[src/wb_cfg_pkg.sv]
// ##############################
// Sizing constants of the per-warp wait buffer
// Referenced by scoped name from the types package and the RTL
// ##############################

package wb_cfg_pkg;

    // Wait-buffer slots per warp
    localparam int unsigned ENTRIES = 4;
    // Index into the slots, used by the dispatch pointer
    localparam int unsigned ENTRY_IDX_W = $clog2(ENTRIES);

    // Instruction tags in flight
    localparam int unsigned NUM_TAGS = 8;
    localparam int unsigned TAG_W = $clog2(NUM_TAGS);

    // Architectural registers per warp
    localparam int unsigned REG_IDX_W = 6;

    // Source operands per instruction
    localparam int unsigned NUM_OPERANDS = 2;

    // Credits run from zero up to ENTRIES inclusive
    localparam int unsigned CREDIT_W = $clog2(ENTRIES + 1);

endpackage

[src/wb_types_pkg.sv]
// ##############################
// Vector types shared by the wait-buffer blocks
// Widths come from the sizing package
// ##############################

package wb_types_pkg;

    // Instruction tag, also used as the result tag of the execution units
    typedef logic [wb_cfg_pkg::TAG_W-1:0] tag_t;

    // Register index for destination and operands
    typedef logic [wb_cfg_pkg::REG_IDX_W-1:0] reg_idx_t;

    // One bit per wait-buffer slot
    // Used for valid, ready, dependency, insert, remove and grant masks
    typedef logic [wb_cfg_pkg::ENTRIES-1:0] entry_mask_t;

    // One bit per source operand
    typedef logic [wb_cfg_pkg::NUM_OPERANDS-1:0] op_mask_t;

    // Free-slot credit count toward the fetcher
    typedef logic [wb_cfg_pkg::CREDIT_W-1:0] credit_t;

endpackage

[src/wb_ifs.sv]
// ##############################
// Internal links of the wait buffer
// Entry view for hazard checks, dispatch for the arbiter
// ##############################

`timescale 1ns/1ps

// Snapshot of the stored entries for the hazard check
interface entry_view_if;

    wb_types_pkg::entry_mask_t valid;
    wb_types_pkg::reg_idx_t [wb_cfg_pkg::ENTRIES-1:0] dst;
    wb_types_pkg::reg_idx_t [wb_cfg_pkg::ENTRIES-1:0][wb_cfg_pkg::NUM_OPERANDS-1:0] operands;
    wb_types_pkg::op_mask_t [wb_cfg_pkg::ENTRIES-1:0] op_req;

    modport store (output valid, dst, operands, op_req);
    // Plain reader side
    modport check (input valid, dst, operands, op_req);

endinterface

// Ready entries with their payload, grant comes back
interface dispatch_if;

    wb_types_pkg::entry_mask_t ready;
    wb_types_pkg::tag_t [wb_cfg_pkg::ENTRIES-1:0] tag;
    wb_types_pkg::reg_idx_t [wb_cfg_pkg::ENTRIES-1:0] dst;
    wb_types_pkg::reg_idx_t [wb_cfg_pkg::ENTRIES-1:0][wb_cfg_pkg::NUM_OPERANDS-1:0] operands;
    wb_types_pkg::op_mask_t [wb_cfg_pkg::ENTRIES-1:0] op_req;
    // One-hot, only set in a cycle with an accepted dispatch
    wb_types_pkg::entry_mask_t grant;

    modport store (output ready, tag, dst, operands, op_req, input grant);
    modport arbiter (input ready, tag, dst, operands, op_req, output grant);

endinterface

[src/issue_credit_counter.sv]
// ##############################
// Free-slot credits handed to the fetcher
// ##############################

`timescale 1ns/1ps

module issue_credit_counter (
    input  logic clk_i,
    input  logic arst_n_i,
    // Fetch of one instruction
    input  logic take_i,
    // Dispatch or decoded control instruction
    input  logic give_i,
    output logic space_o
);

    wb_types_pkg::credit_t count_q;

    // Take and give together leave the count as it is
    always_ff @(posedge clk_i or negedge arst_n_i) begin
        if (!arst_n_i) begin
            count_q <= wb_types_pkg::credit_t'(wb_cfg_pkg::ENTRIES);
        end else if (take_i && !give_i) begin
            count_q <= count_q - 1'b1;
        end else if (give_i && !take_i) begin
            count_q <= count_q + 1'b1;
        end
    end

    assign space_o = (count_q != '0);

    // Fetcher overrun or a credit given back twice
    assert property (@(posedge clk_i) disable iff (!arst_n_i)
        !(take_i && count_q == '0) &&
        !(give_i && !take_i && count_q == wb_types_pkg::credit_t'(wb_cfg_pkg::ENTRIES)))
    else $error("Credit count out of range");

endmodule

[src/hazard_check.sv]
// ##############################
// Dependency mask of an instruction coming from decode
// Pure logic on the stored entries
// ##############################

`timescale 1ns/1ps

module hazard_check (
    // Wait for every older entry
    input  logic                      inorder_i,
    input  wb_types_pkg::reg_idx_t    dst_reg_i,
    entry_view_if.check               view,
    output wb_types_pkg::entry_mask_t dep_mask_o
);

    always_comb begin
        dep_mask_o = '0;
        for (int i = 0; i < wb_cfg_pkg::ENTRIES; i++) begin
            if (view.valid[i]) begin
                // In-order mode, all older entries first
                if (inorder_i) begin
                    dep_mask_o[i] = 1'b1;
                end
                // WAW, same destination
                if (view.dst[i] == dst_reg_i) begin
                    dep_mask_o[i] = 1'b1;
                end
                // WAR, an older entry still has to read this register
                for (int k = 0; k < wb_cfg_pkg::NUM_OPERANDS; k++) begin
                    if (view.op_req[i][k] && view.operands[i][k] == dst_reg_i) begin
                        dep_mask_o[i] = 1'b1;
                    end
                end
            end
        end
    end

endmodule

[src/entry_store.sv]
// ##############################
// Wait-buffer entries of one warp
// Insert, wake-up, dispatch marking and removal by tag
// ##############################

`timescale 1ns/1ps

module entry_store (
    input  logic clk_i,
    input  logic arst_n_i,

    // From decode
    input  logic                      dec_valid_i,
    input  wb_types_pkg::tag_t        dec_tag_i,
    input  wb_types_pkg::reg_idx_t    dec_dst_reg_i,
    input  wb_types_pkg::op_mask_t    dec_operands_required_i,
    input  wb_types_pkg::op_mask_t    dec_operands_ready_i,
    input  wb_types_pkg::tag_t [wb_cfg_pkg::NUM_OPERANDS-1:0]     dec_operand_tags_i,
    input  wb_types_pkg::reg_idx_t [wb_cfg_pkg::NUM_OPERANDS-1:0] dec_operands_i,
    input  wb_types_pkg::entry_mask_t dep_mask_i,

    // Operand collector has read the operands
    input  logic                      remove_i,
    input  wb_types_pkg::tag_t        remove_tag_i,

    // Result broadcast
    input  logic                      wake_i,
    input  wb_types_pkg::tag_t        wake_tag_i,

    output logic                      full_o,
    entry_view_if.store               view,
    dispatch_if.store                 disp
);

    // ##############################
    // State
    // ##############################

    // Control flags
    wb_types_pkg::entry_mask_t valid_q;
    wb_types_pkg::entry_mask_t dispatched_q;

    // Per-entry payload
    wb_types_pkg::tag_t [wb_cfg_pkg::ENTRIES-1:0]          tag_q;
    wb_types_pkg::reg_idx_t [wb_cfg_pkg::ENTRIES-1:0]      dst_q;
    wb_types_pkg::entry_mask_t [wb_cfg_pkg::ENTRIES-1:0]   dep_q;
    wb_types_pkg::reg_idx_t [wb_cfg_pkg::ENTRIES-1:0][wb_cfg_pkg::NUM_OPERANDS-1:0] opreg_q;
    wb_types_pkg::tag_t [wb_cfg_pkg::ENTRIES-1:0][wb_cfg_pkg::NUM_OPERANDS-1:0]     optag_q;
    wb_types_pkg::op_mask_t [wb_cfg_pkg::ENTRIES-1:0]      opreq_q;
    wb_types_pkg::op_mask_t [wb_cfg_pkg::ENTRIES-1:0]      oprdy_q;

    wb_types_pkg::entry_mask_t insert_mask;
    wb_types_pkg::entry_mask_t remove_mask;

    // ##############################
    // Slot selection
    // ##############################

    assign full_o = &valid_q;

    // Lowest free slot wins, scan runs downward so the last hit is the lowest
    always_comb begin
        insert_mask = '0;
        for (int i = wb_cfg_pkg::ENTRIES - 1; i >= 0; i--) begin
            if (!valid_q[i]) begin
                insert_mask = '0;
                insert_mask[i] = dec_valid_i;
            end
        end
    end

    // Only a dispatched entry can be retired by the collector
    always_comb begin
        for (int i = 0; i < wb_cfg_pkg::ENTRIES; i++) begin
            remove_mask[i] = remove_i && valid_q[i] && dispatched_q[i]
                             && (tag_q[i] == remove_tag_i);
        end
    end

    // ##############################
    // Registers
    // ##############################

    always_ff @(posedge clk_i or negedge arst_n_i) begin
        if (!arst_n_i) begin
            valid_q      <= '0;
            dispatched_q <= '0;
        end else begin
            valid_q      <= (valid_q & ~remove_mask) | insert_mask;
            // Fresh entries start undispatched
            dispatched_q <= (dispatched_q | disp.grant) & ~insert_mask;
        end
    end

    always_ff @(posedge clk_i) begin
        for (int i = 0; i < wb_cfg_pkg::ENTRIES; i++) begin
            // Retired producers no longer block anyone
            dep_q[i] <= dep_q[i] & ~remove_mask;

            // Wake-up on a matching result tag
            for (int k = 0; k < wb_cfg_pkg::NUM_OPERANDS; k++) begin
                if (wake_i && valid_q[i] && !oprdy_q[i][k] && optag_q[i][k] == wake_tag_i) begin
                    oprdy_q[i][k] <= 1'b1;
                end
            end

            if (insert_mask[i]) begin
                tag_q[i]   <= dec_tag_i;
                dst_q[i]   <= dec_dst_reg_i;
                // Entries leaving this cycle are not waited for
                dep_q[i]   <= dep_mask_i & ~remove_mask;
                opreg_q[i] <= dec_operands_i;
                optag_q[i] <= dec_operand_tags_i;
                opreq_q[i] <= dec_operands_required_i;
                // Unused operands never wait
                oprdy_q[i] <= dec_operands_ready_i | ~dec_operands_required_i;
            end
        end
    end

    // ##############################
    // Outputs
    // ##############################

    always_comb begin
        for (int i = 0; i < wb_cfg_pkg::ENTRIES; i++) begin
            disp.ready[i] = valid_q[i] && !dispatched_q[i] && (&oprdy_q[i])
                            && (dep_q[i] == '0);
        end
    end

    assign disp.tag      = tag_q;
    assign disp.dst      = dst_q;
    assign disp.operands = opreg_q;
    assign disp.op_req   = opreq_q;

    assign view.valid    = valid_q;
    assign view.dst      = dst_q;
    assign view.operands = opreg_q;
    assign view.op_req   = opreq_q;

    // ##############################
    // Checks
    // ##############################

    // Credits must keep decode from seeing a full buffer
    assert property (@(posedge clk_i) disable iff (!arst_n_i) dec_valid_i |-> !full_o)
    else $error("Insert into a full wait buffer");

    assert property (@(posedge clk_i) disable iff (!arst_n_i)
        $onehot0(insert_mask) && $onehot0(remove_mask) && $onehot0(disp.grant))
    else $error("Insert, remove or grant mask not one-hot");

    // Tags are unique among live entries
    for (genvar i = 0; i < wb_cfg_pkg::ENTRIES; i++) begin : gen_tag_chk
        for (genvar j = i + 1; j < wb_cfg_pkg::ENTRIES; j++) begin : gen_pair
            assert property (@(posedge clk_i) disable iff (!arst_n_i)
                valid_q[i] && valid_q[j] |-> tag_q[i] != tag_q[j])
            else $error("Entries %0d and %0d share a tag", i, j);
        end
    end

endmodule

[src/rr_dispatch.sv]
// ##############################
// Round-robin pick of a ready entry for the operand collector
// Offer is held until the collector accepts it
// ##############################

`timescale 1ns/1ps

module rr_dispatch (
    input  logic clk_i,
    input  logic arst_n_i,
    input  logic opc_ready_i,
    dispatch_if.arbiter disp,
    output logic                   valid_o,
    output wb_types_pkg::tag_t     tag_o,
    output wb_types_pkg::reg_idx_t dst_o,
    output wb_types_pkg::op_mask_t op_req_o,
    output wb_types_pkg::reg_idx_t [wb_cfg_pkg::NUM_OPERANDS-1:0] operands_o
);

    // Last granted slot, search starts one above it
    logic [wb_cfg_pkg::ENTRY_IDX_W-1:0] ptr_q;
    // Stalled offer
    logic [wb_cfg_pkg::ENTRY_IDX_W-1:0] sel_idx_q;
    logic                               hold_q;

    logic [wb_cfg_pkg::ENTRY_IDX_W-1:0] search_idx;
    logic [wb_cfg_pkg::ENTRY_IDX_W-1:0] pick_idx;
    logic                               found;
    logic                               accept;

    // Scan offsets downward so the nearest ready slot after ptr_q wins
    always_comb begin
        int unsigned idx;
        search_idx = ptr_q;
        found      = 1'b0;
        for (int k = wb_cfg_pkg::ENTRIES; k >= 1; k--) begin
            idx = ptr_q + k;
            if (idx >= wb_cfg_pkg::ENTRIES) begin
                idx = idx - wb_cfg_pkg::ENTRIES;
            end
            if (disp.ready[idx]) begin
                search_idx = wb_cfg_pkg::ENTRY_IDX_W'(idx);
                found      = 1'b1;
            end
        end
    end

    // A held entry stays ready, nothing but a grant clears it
    assign pick_idx = hold_q ? sel_idx_q : search_idx;
    assign valid_o  = hold_q || found;
    assign accept   = valid_o && opc_ready_i;

    always_comb begin
        disp.grant = '0;
        if (accept) begin
            disp.grant[pick_idx] = 1'b1;
        end
    end

    // Payload straight from the stored entry
    assign tag_o      = disp.tag[pick_idx];
    assign dst_o      = disp.dst[pick_idx];
    assign op_req_o   = disp.op_req[pick_idx];
    assign operands_o = disp.operands[pick_idx];

    always_ff @(posedge clk_i or negedge arst_n_i) begin
        if (!arst_n_i) begin
            // First search starts at slot 0
            ptr_q     <= wb_cfg_pkg::ENTRY_IDX_W'(wb_cfg_pkg::ENTRIES - 1);
            sel_idx_q <= '0;
            hold_q    <= 1'b0;
        end else if (accept) begin
            ptr_q  <= pick_idx;
            hold_q <= 1'b0;
        end else if (valid_o) begin
            sel_idx_q <= pick_idx;
            hold_q    <= 1'b1;
        end
    end

    assert property (@(posedge clk_i) disable iff (!arst_n_i)
        |disp.grant |-> $onehot(disp.grant) && ((disp.grant & ~disp.ready) == '0))
    else $error("Grant not one-hot or on a non-ready entry");

    // Back-pressure keeps the offer in place
    assert property (@(posedge clk_i) disable iff (!arst_n_i)
        valid_o && !opc_ready_i |=> valid_o && $stable(tag_o))
    else $error("Stalled dispatch offer changed");

endmodule

[src/wait_buffer.sv]
// ##############################
// Per-warp wait buffer of the issue stage
// Top level with plain ports toward fetch, decode, collector and EUs
// ##############################

`timescale 1ns/1ps

module wait_buffer (
    input  logic clk_i,
    input  logic arst_n_i,
    input  logic inorder_execution_i,

    // Fetcher
    input  logic fe_handshake_i,
    output logic ib_space_available_o,

    // Decoder
    input  logic                   dec_control_decoded_i,
    input  logic                   dec_valid_i,
    output logic                   wb_ready_o,
    input  wb_types_pkg::tag_t     dec_tag_i,
    input  wb_types_pkg::reg_idx_t dec_dst_reg_i,
    input  wb_types_pkg::op_mask_t dec_operands_required_i,
    input  wb_types_pkg::op_mask_t dec_operands_ready_i,
    input  wb_types_pkg::tag_t [wb_cfg_pkg::NUM_OPERANDS-1:0]     dec_operand_tags_i,
    input  wb_types_pkg::reg_idx_t [wb_cfg_pkg::NUM_OPERANDS-1:0] dec_operands_i,

    // Operand collector
    input  logic                   opc_ready_i,
    output logic                   disp_valid_o,
    output wb_types_pkg::tag_t     disp_tag_o,
    output wb_types_pkg::reg_idx_t disp_dst_o,
    output wb_types_pkg::op_mask_t disp_operands_required_o,
    output wb_types_pkg::reg_idx_t [wb_cfg_pkg::NUM_OPERANDS-1:0] disp_operands_o,
    input  logic                   opc_eu_handshake_i,
    input  wb_types_pkg::tag_t     opc_eu_tag_i,

    // Execution units
    input  logic                   eu_valid_i,
    input  wb_types_pkg::tag_t     eu_tag_i
);

    wb_types_pkg::entry_mask_t dep_mask;
    logic                      full;
    logic                      credit_give;

    entry_view_if view_if ();
    dispatch_if   disp_if ();

    // Dispatch handshake or a control instruction returns a credit
    assign credit_give = (disp_valid_o && opc_ready_i) || dec_control_decoded_i;
    assign wb_ready_o  = !full;

    issue_credit_counter credit_inst (
        .clk_i    (clk_i),
        .arst_n_i (arst_n_i),
        .take_i   (fe_handshake_i),
        .give_i   (credit_give),
        .space_o  (ib_space_available_o)
    );

    hazard_check hazard_inst (
        .inorder_i  (inorder_execution_i),
        .dst_reg_i  (dec_dst_reg_i),
        .view       (view_if),
        .dep_mask_o (dep_mask)
    );

    entry_store store_inst (
        .clk_i                   (clk_i),
        .arst_n_i                (arst_n_i),
        .dec_valid_i             (dec_valid_i),
        .dec_tag_i               (dec_tag_i),
        .dec_dst_reg_i           (dec_dst_reg_i),
        .dec_operands_required_i (dec_operands_required_i),
        .dec_operands_ready_i    (dec_operands_ready_i),
        .dec_operand_tags_i      (dec_operand_tags_i),
        .dec_operands_i          (dec_operands_i),
        .dep_mask_i              (dep_mask),
        .remove_i                (opc_eu_handshake_i),
        .remove_tag_i            (opc_eu_tag_i),
        .wake_i                  (eu_valid_i),
        .wake_tag_i              (eu_tag_i),
        .full_o                  (full),
        .view                    (view_if),
        .disp                    (disp_if)
    );

    rr_dispatch dispatch_inst (
        .clk_i       (clk_i),
        .arst_n_i    (arst_n_i),
        .opc_ready_i (opc_ready_i),
        .disp        (disp_if),
        .valid_o     (disp_valid_o),
        .tag_o       (disp_tag_o),
        .dst_o       (disp_dst_o),
        .op_req_o    (disp_operands_required_o),
        .operands_o  (disp_operands_o)
    );

endmodule

[config.mk]
export PLATFORM = sky130hd
export DESIGN_NAME = wait_buffer
export DESIGN_NICKNAME = d
export VERILOG_FILES = /design/src/wb_cfg_pkg.sv /design/src/wb_types_pkg.sv /design/src/wb_ifs.sv /design/src/issue_credit_counter.sv /design/src/hazard_check.sv /design/src/entry_store.sv /design/src/rr_dispatch.sv /design/src/wait_buffer.sv
export SDC_FILE = /design/constraint.sdc
export NUM_CORES = 1
export LEC_CHECK = 0
export ABC_AREA = 1
export BUFFER_PORTS_ARGS = -buffer_cell sky130_fd_sc_hd__buf_2
export CELL_PAD_IN_SITES_DETAIL_PLACEMENT = 2
export CELL_PAD_IN_SITES_GLOBAL_PLACEMENT = 2
export CORE_ASPECT_RATIO = 1.25
export CORE_MARGIN = 1
export CORE_UTILIZATION = 30
export DETAILED_ROUTE_END_ITERATION = 10
export PLACE_DENSITY_LB_ADDON = 0.1
export SLEW_MARGIN = 10
export SYNTH_ARGS = -nofsm -noshare
export SYNTH_HDL_FRONTEND = slang
export SYNTH_SLANG_ARGS = --single-unit
[constraint.sdc]
create_clock -name clk_i -period 6.8 [get_ports clk_i]
set_input_delay 0.68 -clock clk_i [delete_from_list [all_inputs] [get_ports clk_i]]
set_output_delay 0.68 -clock clk_i [all_outputs]
set_load 0.01 [all_outputs]
# Yosys cells after proc, flatten, opt, wreduce, memory -nomap -nowiden
# Cells that the tools add are included.
[classes]
add_sub_neg = 10
order_cmp = 10
eq_ne = 24
n_mux = 73
bitwise_logic = 14
n_reduce_logical = 94
[op_table]
columns = ["op", "count"]
rows = [
  [">= comparator 32 x 3 -> 1 bit (second input constant)", 4],
  ["less-than comparator 32 x 3 -> 1 bit (second input constant)", 4],
  ["2-to-1 mux 32 bit", 4],
  ["subtractor 32 x 3 -> 32 bit (second input constant)", 4],
  ["equality test 6 bit", 12],
  ["logical AND 1 bit", 56],
  ["equality test 3 bit", 12],
  ["2-to-1 mux 1 bit", 36],
  ["2-to-1 mux 4 bit", 9],
  ["AND 4 bit", 7],
  ["binary-select mux 12 bit (select 2 bit)", 1],
  ["2-to-1 mux 2 bit", 10],
  ["nonzero test 2 bit", 10],
  ["zero test 4 bit", 4],
  ["zero test 1 bit", 15],
  ["binary-select mux 6 bit (select 2 bit)", 1],
  ["2-to-1 mux 12 bit", 1],
  ["AND reduction 2 bit", 5],
  ["2-to-1 mux 3 bit", 3],
  ["binary-select mux 1 bit (select 2 bit)", 4],
  ["NOT 4 bit", 2],
  ["OR 4 bit", 2],
  ["adder 2 x 2 -> 3 bit (second input constant)", 2],
  ["binary-select mux 3 bit (select 2 bit)", 1],
  ["15 further kinds", 16],
]
[totals]
reg_bits = 156
input_bits = 46
output_inout_bits = 26
elab_cells = 271

# Longest topological paths before layout
[depth]
ltp_word = 18
mapped_depth = 19
depth_no_buf = 17

# By module
# A second synthesis with hierarchy kept.
[unflattened]
cells_unflattened = 1157
area_unflattened_um2 = 9245.1
[by_module_without_submodules]
columns = ["mod", "instances", "cells_per_inst", "area_per_inst_um2", "seq_area_each_um2"]
rows = [
  ["entry_store", 1, 506, 6139.6, 4244.1],
  ["rr_dispatch", 1, 325, 1590.3, 127.6],
  ["hazard_check", 1, 300, 1313.8, 0.0],
  ["issue_credit_counter", 1, 22, 186.4, 76.3],
  ["wait_buffer", 1, 4, 15.0, 0.0],
]

# Worst setup path after synthesis
# No wires, ideal clock.
[synth_timing]
kind = "in2reg"
start = "input port dec_valid_i"
end = "register store_inst.oprdy_q[2] in the netlist's numbering, enable pin"
t_arrival_ns = 3.676
setup_slack_ns = 2.790
cell_stages = 4
path_buffers = 0
path_cell_list = "inv_1 > nor3_1 > inv_1 > o41ai_1"
[synth_via]
elab_chain_len = 3
[synth_lines]
columns = ["item", "line_no", "rtl"]
rows = [
  ["start, declared", "wait_buffer.sv:19", "input logic dec_valid_i,"],
  ["2-to-1 mux 4 bit (2 in a row)", "entry_store.sv:65", "if (!valid_q[i]) begin"],
  ["net store_inst.insert_mask[1]", "entry_store.sv:52", "wb_types_pkg::entry_mask_t insert_mask;"],
  ["nonzero test 2 bit (no line)", "-", ""],
  ["end signal, assigned by index", "entry_store.sv:116", "oprdy_q[i] <= dec_operands_ready_i | ~dec_operands_required_i;"],
  ["end, declared", "entry_store.sv:50", "wb_types_pkg::op_mask_t [wb_cfg_pkg::ENTRIES-1:0] oprdy_q;"],
]
# The timed path passes the listed nets, and every way through them passes these cells.
# A chain may end at the register's enable or synchronous reset.

==> reports/summary.md <==
The run finished with clean final reports. Number of logic stages on the critical path including buffering: 18. Leaving out fill and tap cells, the most frequent cells in the layout are sky130_fd_sc_hd__nand2_1, sky130_fd_sc_hd__edfxtp_1, sky130_fd_sc_hd__nand3_1, sky130_fd_sc_hd__buf_2, sky130_fd_sc_hd__inv_1.

The final route contains 6359 vias. For the number of gates resized after CTS, the log shows 0. The critical path goes through nand2_1, nor2_1, nand3_1, nand2_1, nand2_1, nand2_1, nand2_2, nand2_1, nand2_1, nand3_2, buf_4, nand2_2, buf_4, nand2_1, nand2_1, nand2_1, nand2_1, buf_2. After floorplanning, the core was sized to cover 25500 µm². The pre-antenna-repair detailed-routing pass consisted of 5 iterations.

In this run the horizontal extent of the chip is 146 µm. In this run the worst setup path begins at store_inst.view.valid[0]. Combinational logic is responsible for 47.7% of the overall power.

For this run, design rule violations remaining after detail routing come to 0. The run gives 30.7% as the initial cell density of the core. After legalization and detailed placement, the total HPWL measured 19400 µm.

The vias per cell was 4.98; the H-tree level count was 4. The startpoint identified for the worst register-to-register timing path is store_inst.view.valid[2]. The endpoint of the worst setup timing path is disp_operands_o[3]. The number of slew-limit violations in the final report came out at 0. Counting stages on the worst path, the most repeated cell is sky130_fd_sc_hd__nand2_1. Static timing analysis puts the maximum clock frequency at 221 MHz.

Data on the critical path arrives at its endpoint at 3840 ps. Entering global routing, the biggest net connects 51 pins. The tools report the met1 track utilization from global routing as 23.2%. For this run, the total global-route usage over all layers was measured as 20.8%.

Clock skew on the completed layout was measured at 6.82 ps. The register area share after synthesis is 56.8%, and the net count of the mapped netlist is 910. The global placer's final weighted congestion was 0.842; the overall die area was 26700 µm². After clock tree synthesis, the clock-pin slew on the worst setup and hold paths is 60 ps. The switching part of the total was 44.8%; the power spent charging and discharging nets was 2.03 mW. The largest family of logic cells by synthesized area is simple AND/OR/NAND/NOR gates. The kind of cell with the highest combined delay on the critical path was simple AND/OR/NAND/NOR gates.

The Yosys step of the flow raised 0 warnings. Dividing the final minimum period by the clock period gives 66.4%. Global routing used 3.08% of the available met3 tracks.

The vertical die dimension is 183 µm. The worst min-delay path category is primary input to asynchronous set/reset pin. The pin slew with the least headroom to its limit was 1030 ps; the number of global-route vias before repair was 7116.

In the synthesized netlist, mux cells make up 0.144% of the area. The overall overflow remaining after global route was 0; the internal power consumption was 2.50 mW. The placement row count is 65.

For the number of max-capacitance violations reported, the log shows 0. Synthesis instantiated 45 different standard cells from the library. The tree is rooted in a sky130_fd_sc_hd__clkbuf_16. Clock tree synthesis inserted a total of 17 buffers.

Hold repair after CTS inserted 0 buffers. The hold violation total from the final report is 0, and the arithmetic-cell share of the synthesized area counting full adders, half adders and majority gates is 0.416%. Counting I/O delays and the setup requirement, the final critical path takes 4520 ps. The simple-gate share of the synthesized area is 26.5%. OpenSTA, run right after detailed placement, puts the worst setup slack at 2690 ps. Input and output buffers added on the ports amount to 71.

In this run, flip-flops and latches consume 31.0% of the power. CTS saw 156 sinks. The layout cell share with drive strength beyond 1 is 15.2%, and the required time of the critical path is 6120 ps. TritonCTS built the clock tree. In the final routed layout, each cell accounts on average for 20.8 µm. In this design, the stage delay of the slowest critical-path cell is 550 ps. In this run, the clock network consumes 21.3% of the power. After global routing, the most crowded layer is met2. The tools report the end of the worst register-to-register path as credit_inst.count_q[2].

In the final timing run, aggregate negative setup slack is 0 ps. Number of fill cells in the layout: 2840. Most common cell after layout, fill and taps aside: sky130_fd_sc_hd__nand2_1. The startpoint type of the worst setup path is a flop. The slowest cell on the critical path was sky130_fd_sc_hd__dfrtp_1.

The routed design has 26600 µm of wire. VDD sags by at most 0.000239 V. In the global route stage, met2 resource usage came out at 40.2%. The clock reaches the later pin of the worst-skew pair after 440 ps. The summed instance area of the synthesized netlist is 7830 µm², and the least setup slack across all paths after layout is 2280 ps. Counting both buffers and inverters, the worst setup path holds a total of 3.

The initial antenna violation count is 1. Setup repair after global routing left no endpoint under its margin. Once detail routing completed, the nets flagged for antenna violations numbered 0. Measured against its own limit, the worst slew margin works out to 31.1%. The tools report the buffer depth of the longest clock path as 2. The DRC violation total after the first TritonRoute iteration was 244; the average cell area after synthesis was 9.08 µm².

In this run the register-to-register setup slack is 3740 ps. Post-layout net count: 976. The design draws 4.54 mW. The post-synthesis share of cell area spent on xor and xnor gates came out at 4.92%. In this run the worst path has a maximum fanout of 50. The run gives 72 as the I/O pin total. Power per cell area: 497 nW/µm². The worst register-to-register path has a depth of 12. The area growth from synthesis to layout is 16.6%.

After technology mapping, the gate count stands at 862. The number of setup buffers added after CTS came out at 0. The category of the critical setup timing path was flop to output port. The analysis attributes to cell leakage a power of 3.85 nW.

STA classifies the critical path endpoint as an output port. Setup violations remaining at the end of the flow were counted as 0. The number of flip-flops and latches in the synthesized netlist came out at 156.

The first-pass GRT wire length was 41200 µm. Compound-gate portion of the synthesized area: 5.66%.
==> cells by family (layout without fill, tap and decap cells) <==
kind of cell,after synthesis,in the layout
other cells,0,1
compound gates,70,70
xor+xnor,44,44
flops,156,156
buf+inv,104,183
fa+ha+maj,2,2
simple gates,485,485
mux,1,1
==> through the flow <==
| step | cell area (µm²) | util (%) | hold slack (ps) | std cells |
|---|---|---|---|---|
| after floorplan | 7830 | - | 384 | 862 |
| after global placement | 8530 | 33.5 | 432 | 1244 |
| after detailed placement | 8530 | 33.5 | 440 | 1244 |
| after CTS | 9120 | 35.8 | 173 | 1276 |
| after global routing | 9120 | 35.8 | 181 | 1276 |
| final | 9120 | 35.8 | 173 | 1277 |
==> flip-flops by register name (all words and copies together) (netlist names), 4 cells and up <==
signal,cells
store_inst.dispatched_q,4
store_inst.disp.op_req,8
store_inst.disp.operands,48
store_inst.oprdy_q,8
store_inst.optag_q,24
store_inst.view.valid,4
store_inst.dep_q,16
store_inst.disp.tag,12
store_inst.disp.dst,24
==> synth_stat cells (all sizes together) <==
cell     number  area [µm²]
buf          18         110
nor2         66         250
and2          1        6.26
xor2         24         210
o41ai         5        43.8
or3           1        6.26
inv          69         259
o21ai        30         150
dfstp         3        78.8
nand3        83         420
o221ai        1        8.76
or2          16         100
fa            1        20.0
a211oi        2        15.0
nor3b         3        22.5
edfxtp      124        3720
nand4        17         106
clkbuf       15        56.3
o22ai         6        37.5
mux2          1        11.3
a221oi        1        8.76
a21boi        1        7.51
a21oi        10        53.8
xnor2        20         175
ha            1        12.5
dfxtp        16         320
clkinv        2        7.51
a22o          1        8.76
a41o          2        20.0
o2111ai       6        52.6
nor4         10        62.6
a31oi         1        6.26
dfrtp        13         325
nand2       281        1060
nor3          7        40.0
o211ai        3        22.5
o31ai         1        7.51
==> power groups by stage <==
stage | Combinational [mW] | Clock, mW | Sequential, mW
after floorplan | 1.45 | 0 | 1.36
after global placement | 2.14 | 0 | 1.42
after detailed placement | 2.22 | 0 | 1.43
after CTS | 2.23 | 0.992 | 1.41
after global routing | 2.44 | 1.02 | 1.43
final | 2.17 | 0.967 | 1.41
==> routing by layer <==
layer  up-vias  part of all wire (%)
met5         -                     0
met4         0                   1.6
met3        28                   3.0
met2       108                    55
met1      3202                    40
li1       3021                     -
==> final cells by class <==
class                      count  area [µm²]  share of cell area [%]
sequential                   156        4450                    48.8
multi-input combinational    602        2980                    32.6
clock buffer                  23         478                    5.24
timing repair buffer          80         423                    4.64
tap                          335         419                    4.59
inverter                      71         267                    2.92
clock inverter                 9         111                    1.22
antenna                        1        2.50                  0.0274
==> how the worst min path moves through the flow <==
| stage | startpoint | to | slack (ps) |
|---|---|---|---|
| floorplan | arst_n_i | credit_inst.count_q[0] | 380 |
| global placement | store_inst.dep_q[15] | store_inst.dep_q[15] | 430 |
| detailed placement | store_inst.dep_q[15] | store_inst.dep_q[15] | 440 |
| CTS | arst_n_i | store_inst.dispatched_q[2] | 170 |
| global route | arst_n_i | dispatch_inst.sel_idx_q[0] | 180 |
| finish | arst_n_i | dispatch_inst.sel_idx_q[1] | 170 |
Note: power is estimated with default switching activity, not from simulation.
